$ cat config.mk
export PLATFORM = sky130hd
export DESIGN_NAME = exec_core
export DESIGN_NICKNAME = d
export VERILOG_FILES = /design/src/source/core_pkg.sv /design/src/source/isa_pkg.sv /design/src/source/decode_if.sv /design/src/source/alu.sv /design/src/source/exec_core.sv /design/src/source/inst_decoder.sv /design/src/source/reg_file.sv
export VERILOG_INCLUDE_DIRS = /design/src /design/src/source
export SDC_FILE = /design/constraint.sdc
export NUM_CORES = 2
export LEC_CHECK = 0
export ABC_CLOCK_PERIOD_IN_PS = 6800
export BUFFER_PORTS_ARGS = -buffer_cell sky130_fd_sc_hd__buf_2
export CAP_MARGIN = 20
export CORE_MARGIN = 2
export CORE_UTILIZATION = 45
export DETAILED_ROUTE_END_ITERATION = 16
export PLACE_DENSITY_LB_ADDON = 0.05
export SETUP_SLACK_MARGIN = 0.1
export SLEW_MARGIN = 20
export SYNTH_ARGS = -nofsm -noshare
export SYNTH_HDL_FRONTEND = slang
export SYNTH_SLANG_ARGS = --single-unit
export TNS_END_PERCENT = 100
$ cat constraint.sdc
create_clock -name clk -period 6.8 [get_ports clk]
set_input_delay 1.36 -clock clk [delete_from_list [all_inputs] [get_ports clk]]
set_output_delay 1.36 -clock clk [all_outputs]
set_load 0.02 [all_outputs]
$ cat src/source/core_config.svh
/*
 * Core configuration
 * Global widths and sizes for the integer execute slice
 */
`ifndef CORE_CONFIG_SVH
`define CORE_CONFIG_SVH

`define XLEN       32
`define NUM_REGS   32
`define REG_ADDR_W 5

`endif

$ cat src/source/core_pkg.sv
/*
 * Core datapath types
 * Data word, register address, shift amount and ALU operation key
 */
`include "core_config.svh"

package core_pkg;

  localparam int SHAMT_W  = 5;
  localparam int ALU_OP_W = 4;

  typedef logic [`XLEN-1:0]       xlen_t;
  typedef logic [`REG_ADDR_W-1:0] reg_addr_t;
  typedef logic [SHAMT_W-1:0]     shamt_t;

  // operation key seen by the ALU
  typedef enum logic [ALU_OP_W-1:0] {
    ALU_ADD    = 4'd0,
    ALU_SUB    = 4'd1,
    ALU_SLL    = 4'd2,
    ALU_SLT    = 4'd3,
    ALU_SLTU   = 4'd4,
    ALU_XOR    = 4'd5,
    ALU_SRL    = 4'd6,
    ALU_SRA    = 4'd7,
    ALU_OR     = 4'd8,
    ALU_AND    = 4'd9,
    ALU_PASS_B = 4'd10
  } alu_op_e;

endpackage

$ cat src/source/isa_pkg.sv
/*
 * RV32I instruction encodings
 * Word type, major opcodes and funct codes for the supported subset
 */
package isa_pkg;

  typedef logic [31:0] inst_t;
  typedef logic [2:0]  funct3_t;
  typedef logic [6:0]  funct7_t;

  // major opcodes handled by the slice
  typedef enum logic [6:0] {
    OP     = 7'b0110011,
    OP_IMM = 7'b0010011,
    LUI    = 7'b0110111
  } opcode_e;

  // funct3 for OP and OP-IMM
  localparam funct3_t F3_ADD_SUB = 3'b000;
  localparam funct3_t F3_SLL     = 3'b001;
  localparam funct3_t F3_SLT     = 3'b010;
  localparam funct3_t F3_SLTU    = 3'b011;
  localparam funct3_t F3_XOR     = 3'b100;
  localparam funct3_t F3_SRL_SRA = 3'b101;
  localparam funct3_t F3_OR      = 3'b110;
  localparam funct3_t F3_AND     = 3'b111;

  // funct7 values, alt selects sub and sra
  localparam funct7_t F7_BASE = 7'b0000000;
  localparam funct7_t F7_ALT  = 7'b0100000;

  // field positions inside the word
  localparam int OPCODE_LSB = 0;
  localparam int RD_LSB     = 7;
  localparam int FUNCT3_LSB = 12;
  localparam int RS1_LSB    = 15;
  localparam int RS2_LSB    = 20;
  localparam int FUNCT7_LSB = 25;

endpackage

$ cat src/source/decode_if.sv
/*
 * Decoded instruction bundle
 * Carries one decoded word from the decoder into the execute stage
 */
`timescale 1ns/100ps

interface decode_if;
  import core_pkg::*;

  reg_addr_t rs1;
  reg_addr_t rs2;
  reg_addr_t rd;
  xlen_t     imm;
  alu_op_e   alu_op;
  logic      use_imm;
  logic      writes_rd;
  logic      illegal;

  modport producer (
    output rs1, rs2, rd, imm, alu_op,
    output use_imm, writes_rd, illegal
  );

  // execute side only samples the fields
  modport consumer (
    input rs1, rs2, rd, imm, alu_op,
    input use_imm, writes_rd, illegal
  );

endinterface

$ cat src/source/alu.sv
/*
 * Integer ALU
 * Computes all results in parallel and picks one by operation key
 */
`timescale 1ns/100ps

module alu (
  input  core_pkg::alu_op_e op,
  input  core_pkg::xlen_t   a,
  input  core_pkg::xlen_t   b,
  output core_pkg::xlen_t   result
);
  import core_pkg::*;

  localparam int NUM_OPS = ALU_PASS_B + 1;

  xlen_t  cand [NUM_OPS];
  shamt_t shamt;

  assign shamt = b[SHAMT_W-1:0];

  assign cand[ALU_ADD]    = a + b;
  assign cand[ALU_SUB]    = a - b;
  assign cand[ALU_SLL]    = a << shamt;
  assign cand[ALU_SLT]    = xlen_t'($signed(a) < $signed(b));
  assign cand[ALU_SLTU]   = xlen_t'(a < b);
  assign cand[ALU_XOR]    = a ^ b;
  assign cand[ALU_SRL]    = a >> shamt;
  assign cand[ALU_SRA]    = xlen_t'($signed(a) >>> shamt);
  assign cand[ALU_OR]     = a | b;
  assign cand[ALU_AND]    = a & b;
  assign cand[ALU_PASS_B] = b;

  // key match gates each candidate, hits are OR-ed together
  always_comb begin
    result = '0;
    for (int k = 0; k < NUM_OPS; k++) begin
      result = result | ({$bits(xlen_t){op == alu_op_e'(k)}} & cand[k]);
    end
  end

endmodule

$ cat src/source/exec_core.sv
/*
 * Integer execute slice
 * Accepts one word per transfer, decodes and reads operands with
 * bypass, executes one cycle later and retires through the output port
 */
`timescale 1ns/100ps

module exec_core (
  input  logic                clk,
  input  logic                rst,
  input  logic                in_valid,
  output logic                in_ready,
  input  isa_pkg::inst_t      inst,
  output logic                out_valid,
  input  logic                out_ready,
  output core_pkg::reg_addr_t out_rd,
  output core_pkg::xlen_t     out_result,
  output logic                out_illegal
);
  import core_pkg::*;

  // stage register contents
  logic      stage_valid;
  reg_addr_t stage_rd;
  alu_op_e   stage_op;
  xlen_t     stage_a;
  xlen_t     stage_b;
  logic      stage_writes_rd;
  logic      stage_illegal;

  logic  accept;
  logic  retire;
  logic  wen;
  logic  byp_rs1;
  logic  byp_rs2;
  xlen_t rs1_data;
  xlen_t rs2_data;
  xlen_t opnd_a;
  xlen_t opnd_b;
  xlen_t alu_result;

  decode_if dec ();

  inst_decoder u_decoder (
    .inst (inst),
    .dec  (dec)
  );

  reg_file u_reg_file (
    .clk      (clk),
    .rst      (rst),
    .rs1_addr (dec.rs1),
    .rs2_addr (dec.rs2),
    .rs1_data (rs1_data),
    .rs2_data (rs2_data),
    .wen      (wen),
    .waddr    (stage_rd),
    .wdata    (alu_result)
  );

  alu u_alu (
    .op     (stage_op),
    .a      (stage_a),
    .b      (stage_b),
    .result (alu_result)
  );

  // handshake, stage frees up in the cycle it retires
  assign retire   = stage_valid && out_ready;
  assign in_ready = !stage_valid || out_ready;
  assign accept   = in_valid && in_ready;

  assign wen = retire && stage_writes_rd && !stage_illegal;

  // forward the retiring result, x0 always reads zero
  assign byp_rs1 = wen && (dec.rs1 == stage_rd) && (dec.rs1 != '0);
  assign byp_rs2 = wen && (dec.rs2 == stage_rd) && (dec.rs2 != '0);

  assign opnd_a = byp_rs1 ? alu_result : rs1_data;

  always_comb begin
    if (dec.use_imm) begin
      opnd_b = dec.imm;
    end else if (byp_rs2) begin
      opnd_b = alu_result;
    end else begin
      opnd_b = rs2_data;
    end
  end

  always_ff @(posedge clk) begin
    if (rst) begin
      stage_valid <= 1'b0;
    end else if (in_ready) begin
      stage_valid <= in_valid;
    end
  end

  // payload loads only on acceptance and holds under back-pressure
  always_ff @(posedge clk) begin
    if (accept) begin
      stage_rd        <= dec.rd;
      stage_op        <= dec.alu_op;
      stage_a         <= opnd_a;
      stage_b         <= opnd_b;
      stage_writes_rd <= dec.writes_rd;
      stage_illegal   <= dec.illegal;
    end
  end

  assign out_valid   = stage_valid;
  assign out_rd      = stage_rd;
  assign out_illegal = stage_illegal;
  assign out_result  = stage_illegal ? '0 : alu_result;

endmodule

$ cat src/source/inst_decoder.sv
/*
 * Instruction decoder
 * Splits an RV32I word into register addresses, immediate and ALU key,
 * and flags anything outside the supported subset as illegal
 */
`timescale 1ns/100ps
`include "core_config.svh"

module inst_decoder (
  input isa_pkg::inst_t inst,
  decode_if.producer    dec
);
  import isa_pkg::*;
  import core_pkg::*;

  opcode_e opcode;
  funct3_t funct3;
  funct7_t funct7;
  xlen_t   imm_i;
  xlen_t   imm_u;

  assign opcode = opcode_e'(inst[OPCODE_LSB +: 7]);
  assign funct3 = inst[FUNCT3_LSB +: 3];
  assign funct7 = inst[FUNCT7_LSB +: 7];

  // sign-extended I-type and zero-filled U-type immediates
  assign imm_i = {{(`XLEN-12){inst[31]}}, inst[31:20]};
  assign imm_u = {inst[31:12], 12'b0};

  // key for the funct7 == 0 encodings, shared by OP and OP-IMM
  function automatic alu_op_e base_op(funct3_t f3);
    case (f3)
      F3_ADD_SUB: base_op = ALU_ADD;
      F3_SLL:     base_op = ALU_SLL;
      F3_SLT:     base_op = ALU_SLT;
      F3_SLTU:    base_op = ALU_SLTU;
      F3_XOR:     base_op = ALU_XOR;
      F3_SRL_SRA: base_op = ALU_SRL;
      F3_OR:      base_op = ALU_OR;
      F3_AND:     base_op = ALU_AND;
    endcase
  endfunction

  always_comb begin
    dec.rs1       = inst[RS1_LSB +: `REG_ADDR_W];
    dec.rs2       = inst[RS2_LSB +: `REG_ADDR_W];
    dec.rd        = inst[RD_LSB +: `REG_ADDR_W];
    dec.imm       = imm_i;
    dec.alu_op    = base_op(funct3);
    dec.use_imm   = 1'b0;
    dec.writes_rd = 1'b1;
    dec.illegal   = 1'b0;

    case (opcode)
      OP: begin
        if (funct7 == F7_ALT && funct3 == F3_ADD_SUB) begin
          dec.alu_op = ALU_SUB;
        end else if (funct7 == F7_ALT && funct3 == F3_SRL_SRA) begin
          dec.alu_op = ALU_SRA;
        end else if (funct7 != F7_BASE) begin
          dec.illegal = 1'b1;
        end
      end
      OP_IMM: begin
        dec.use_imm = 1'b1;
        // only the shifts reuse funct7, as the shamt upper field
        if (funct3 == F3_SRL_SRA && funct7 == F7_ALT) begin
          dec.alu_op = ALU_SRA;
        end else if ((funct3 == F3_SLL || funct3 == F3_SRL_SRA) && funct7 != F7_BASE) begin
          dec.illegal = 1'b1;
        end
      end
      LUI: begin
        dec.rs1     = '0;
        dec.imm     = imm_u;
        dec.alu_op  = ALU_PASS_B;
        dec.use_imm = 1'b1;
      end
      default: begin
        dec.illegal = 1'b1;
      end
    endcase

    // nothing retires into the file for a bad word
    if (dec.illegal) begin
      dec.writes_rd = 1'b0;
    end
  end

endmodule

$ cat src/source/reg_file.sv
/*
 * Integer register file
 * Two combinational read ports, one write port, x0 reads as zero
 */
`timescale 1ns/100ps
`include "core_config.svh"

module reg_file (
  input  logic               clk,
  input  logic               rst,
  input  core_pkg::reg_addr_t rs1_addr,
  input  core_pkg::reg_addr_t rs2_addr,
  output core_pkg::xlen_t     rs1_data,
  output core_pkg::xlen_t     rs2_data,
  input  logic               wen,
  input  core_pkg::reg_addr_t waddr,
  input  core_pkg::xlen_t     wdata
);
  import core_pkg::*;

  xlen_t regs [`NUM_REGS];

  // x0 is hardwired, storage behind it never shows
  assign rs1_data = (rs1_addr == '0) ? '0 : regs[rs1_addr];
  assign rs2_data = (rs2_addr == '0) ? '0 : regs[rs2_addr];

  always_ff @(posedge clk) begin
    if (rst) begin
      for (int i = 0; i < `NUM_REGS; i++) begin
        regs[i] <= '0;
      end
    end else if (wen && (waddr != '0)) begin
      regs[waddr] <= wdata;
    end
  end

endmodule

==> flow_metrics.py <==
metrics = {
    "global_routing": {
        "grt_use_met1_pct": 55.21,
        "use_met2_pct": 56.54,
        "grt_pass1_vias": 51370,
        "grt-ovfl-total": 0,
        "use_met3_pct": 12.94,
        "grt_max_degree": 104,
        "antenna_found_initial": 30,
        "grt_busiest_layer": "met2",
        "grt_use_total_pct": 39.57,
        "grt_first_pass_wirelength_um": 406700,
    },
    "synthesis": {
        "synth_commonest_cells": "nor2_1 (1177), edfxtp_1 (1099), nand2_1 (441)",
        "ys_types": 99,
        "synth_xor_xnor_area_share_pct": 0.3349,
        "synth_top_family_by_area": "multiplexers",
        "yosysSeqAreaShare_pct": 50.51,
        "syn_area_um2": 65380,
        "syn_inst": 5827,
        "ys_ff_latch": 1100,
        "synthMuxAreaShare_pct": 17.16,
        "synth-compound-area-share_pct": 12.47,
        "yosysTopAreaCell": "edfxtp_1",
        "synth_ff_type": "edfxtp_1",
        "synth-adder-area-share_pct": 1.994,
        "synthTopCellsByArea": "edfxtp_1 (50%), mux4_2 (13%), nor2_1 (6.8%), a21oi_1 (2.6%), nand2_1 (2.5%)",
        "synth_top_area_share_pct": 50.48,
        "yosysMostFrequentCell": "nor2_1",
        "async_reset_ff_share_pct": 0,
        "avgSynthCellArea_um2": 11.22,
        "synth-simple-area-share_pct": 13.24,
        "synth_warnings": 0,
        "synth_enable_flop_cells": 1099,
    },
    "setup_path": {
        "critPathMaxFanout": 9,
        "r2r_slack_ns": 1.41,
        "arrival_ns": 5.28,
        "cp-end-kind": "primary output",
        "r2r_start": "stage_a[6]",
        "start_kind": "flip-flop",
        "worstRegToRegCells": 12,
        "worst_ep_required_time_ns": 5.44,
        "worstSetupPathType": "flip-flop to primary output",
        "reg2reg_to": "stage_a[25]",
    },
    "place": {
        "placed_cells": 7517,
        "place_hpwl_um": 189400,
        "post_dp_cell_area_um2": 68690,
        "place.gp.congestion": 1.048,
        "dp_slack_ns": 0.8560,
        "port_buffers": 75,
    },
    "route": {
        "detail-route-antenna-nets": 0,
        "first_iter_violations": 8956,
        "wirelength_um": 296200,
        "drt_pass1_iterations": 7,
        "drc_errors": 0,
        "routedWlPerCell_um": 38.16,
        "viasPerCell": 7.005,
        "vias": 54370,
    },
    "hold_path": {
        "whs_path_depth": 2,
        "min_to": "out_valid",
        "hold_path.class": "flip-flop to flip-flop",
        "min_from": "out_valid",
    },
    "final_layout": {
        "nFillCells": 12720,
        "area_growth_syn_to_layout_pct": 11.39,
        "stdcell_area_um2": 72820,
        "nNetsFinal": 5887,
        "final_cells": 7762,
        "drive_gt1_share_pct": 20.23,
    },
    "timing": {
        "holdWs_ns": 0.5380,
        "period_needed_ns": 6.637,
        "hold_viol_final": 0,
        "setup_ws_ns": 0.1627,
        "final.period_utilization_pct": 97.61,
        "fmax_mhz": 150.7,
        "setup_viol": 0,
        "drv_slew": 0,
        "tightest_slew_ns": 1.221,
        "max_slew_margin_pct": 18.42,
        "rsz0062_at_grt": "yes",
        "skew_ns": 0.03457,
        "tns_ns": 0,
    },
    "outcome": {
        "status": "finished, final reports clean",
    },
    "clock_tree": {
        "cts_tree": "done",
        "cts_buffers": 132,
        "htree_levels": 4,
        "clock_path_buffers": 3,
        "cts.sinks": 1100,
        "cts-root-buf": "clkbuf_16",
        "clk_pin_slew_ns": 0.05,
        "insertion_delay_ns": 0.79,
    },
    "pwr": {
        "power.switching_w": 0.006388,
        "power.leakage_nw": 25.80,
        "p_clk_share_pct": 35.6,
        "power_density_nw_per_um2": 263.8,
        "p_seq_share_pct": 41.5,
        "pwr-share-comb_pct": 23.0,
        "switching_share_pct": 33.26,
        "max-vdd-ir-drop_uv": 217.8,
        "p_int_w": 0.01282,
    },
    "floorplanning": {
        "initial_core_util_pct": 45.45,
        "num_rows": 139,
        "die_w_um": 385.2,
        "io_pins": 76,
        "dieHeight_um": 385.2,
        "core_area_um2": 143800,
        "dieArea_um2": 148300,
    },
    "flow_run": {
        "drv_cap": 0,
    },
}
==> what timing repair did <==
action	in CTS	in global routing
hold buffers	0	0
buffers inserted	0	0
cloned	0	0
resized for setup	2	3
endpoints found under the setup margin	2	7
==> logic make-up after synthesis <==
kind of cell / count (synthesis)
xor gates and xnor gates: 25
AOI/OAI and AO/OA: 1225
DFF: 1100
adders and majority gates: 103
muxes: 629
buffers and inverters: 691
and+or+nand+nor: 2053
other: 1
==> flip-flops by register name, summed over array words and instances (netlist names) <==
register         count
out_valid            1
stage_writes_rd      1
u_reg_file.regs   1024
out_rd               5
out_illegal          1
stage_a             32
stage_op             4
stage_b             32
==> worst max-delay path, stage by stage, from the launching register on <==
cell,delay (ns)
edfxtp_1,0.53
inv_1,0.09
ha_1,0.41
a21oi_1,0.45
o21ai_0,0.24
and2_0,0.36
a221oi_1,0.62
o211ai_1,0.23
o2bb2ai_1,0.18
xnor2_1,0.26
a2111oi_4,0.84
nor2_1,0.08
buf_2,0.20
==> routing by layer <==
layer	wire [µm]	vias to the layer above
met2	125700	4143
met3	41550	712
met5	70	-
met1	115100	27690
li1	-	21820
met4	13690	12
==> worst max-delay path by stage <==
stage	startpoint	to	slack [ns]
5_1_grt	stage_a[4]	out_result[30]	0.04
4_1_cts	stage_b[3]	out_result[30]	0.21
6_report	stage_a[6]	out_result[25]	0.16
2_1_floorplan	stage_b[2]	out_result[30]	1.52
3_5_place_dp	stage_a[4]	out_result[30]	0.86
3_3_place_gp	stage_b[3]	out_result[30]	0.83
==> through the flow <==
stage                     utilization (%)  total power [W]
final                               50.63          0.01921
after global routing                50.61          0.01965
after CTS                           50.58          0.01904
after detailed placement            47.76          0.01230
after global placement              47.74          0.01230
after floorplan                         -          0.01049
==> power groups by stage <==
| stage | Sequential, W | Combinational, W | Clock [W] |
|---|---|---|---|
| 2_1_floorplan | 0.00800 | 0.00250 | 0 |
| 3_3_place_gp | 0.00808 | 0.00422 | 0 |
| 3_5_place_dp | 0.00809 | 0.00421 | 0 |
| 4_1_cts | 0.00795 | 0.00423 | 0.00686 |
| 5_1_grt | 0.00798 | 0.00454 | 0.00712 |
| 6_report | 0.00797 | 0.00441 | 0.00683 |
==> cell type report <==
| class | instances | area (µm²) | area share [%] |
|---|---|---|---|
| flip-flops and latches | 1100 | 33020 | 45.35 |
| multi-input cells | 4067 | 30320 | 41.63 |
| clock buffers | 165 | 3491 | 4.794 |
| repair buffers | 340 | 2609 | 3.582 |
| well taps | 1903 | 2381 | 3.270 |
| clock inverters | 65 | 555.5 | 0.7629 |
| inverters | 107 | 407.9 | 0.5601 |
| diodes | 15 | 37.54 | 0.05155 |
==> cell usage in the layout, fill, tap and decap left out, types with 31 or more instances in the layout <==
master     count
clkinv_1      33
inv_1        102
conb_1        32
ha_1         101
o21ai_0      252
a31oi_1       50
o2111ai_1     38
nand2_2       33
edfxtp_1    1099
nand2_1      408
mux2i_1      140
mux2_2       106
a22oi_1       72
o22ai_1       65
nor2_2        31
nor2_1      1168
a211oi_1      68
and3_1        32
nand3_1      112
buf_4        250
mux4_2       383
buf_2         69
a21oi_1      331
nor3_1        54
nor4_1        34
clkbuf_16    135
a221oi_1      98
Note: power is estimated with default switching activity, not from simulation.
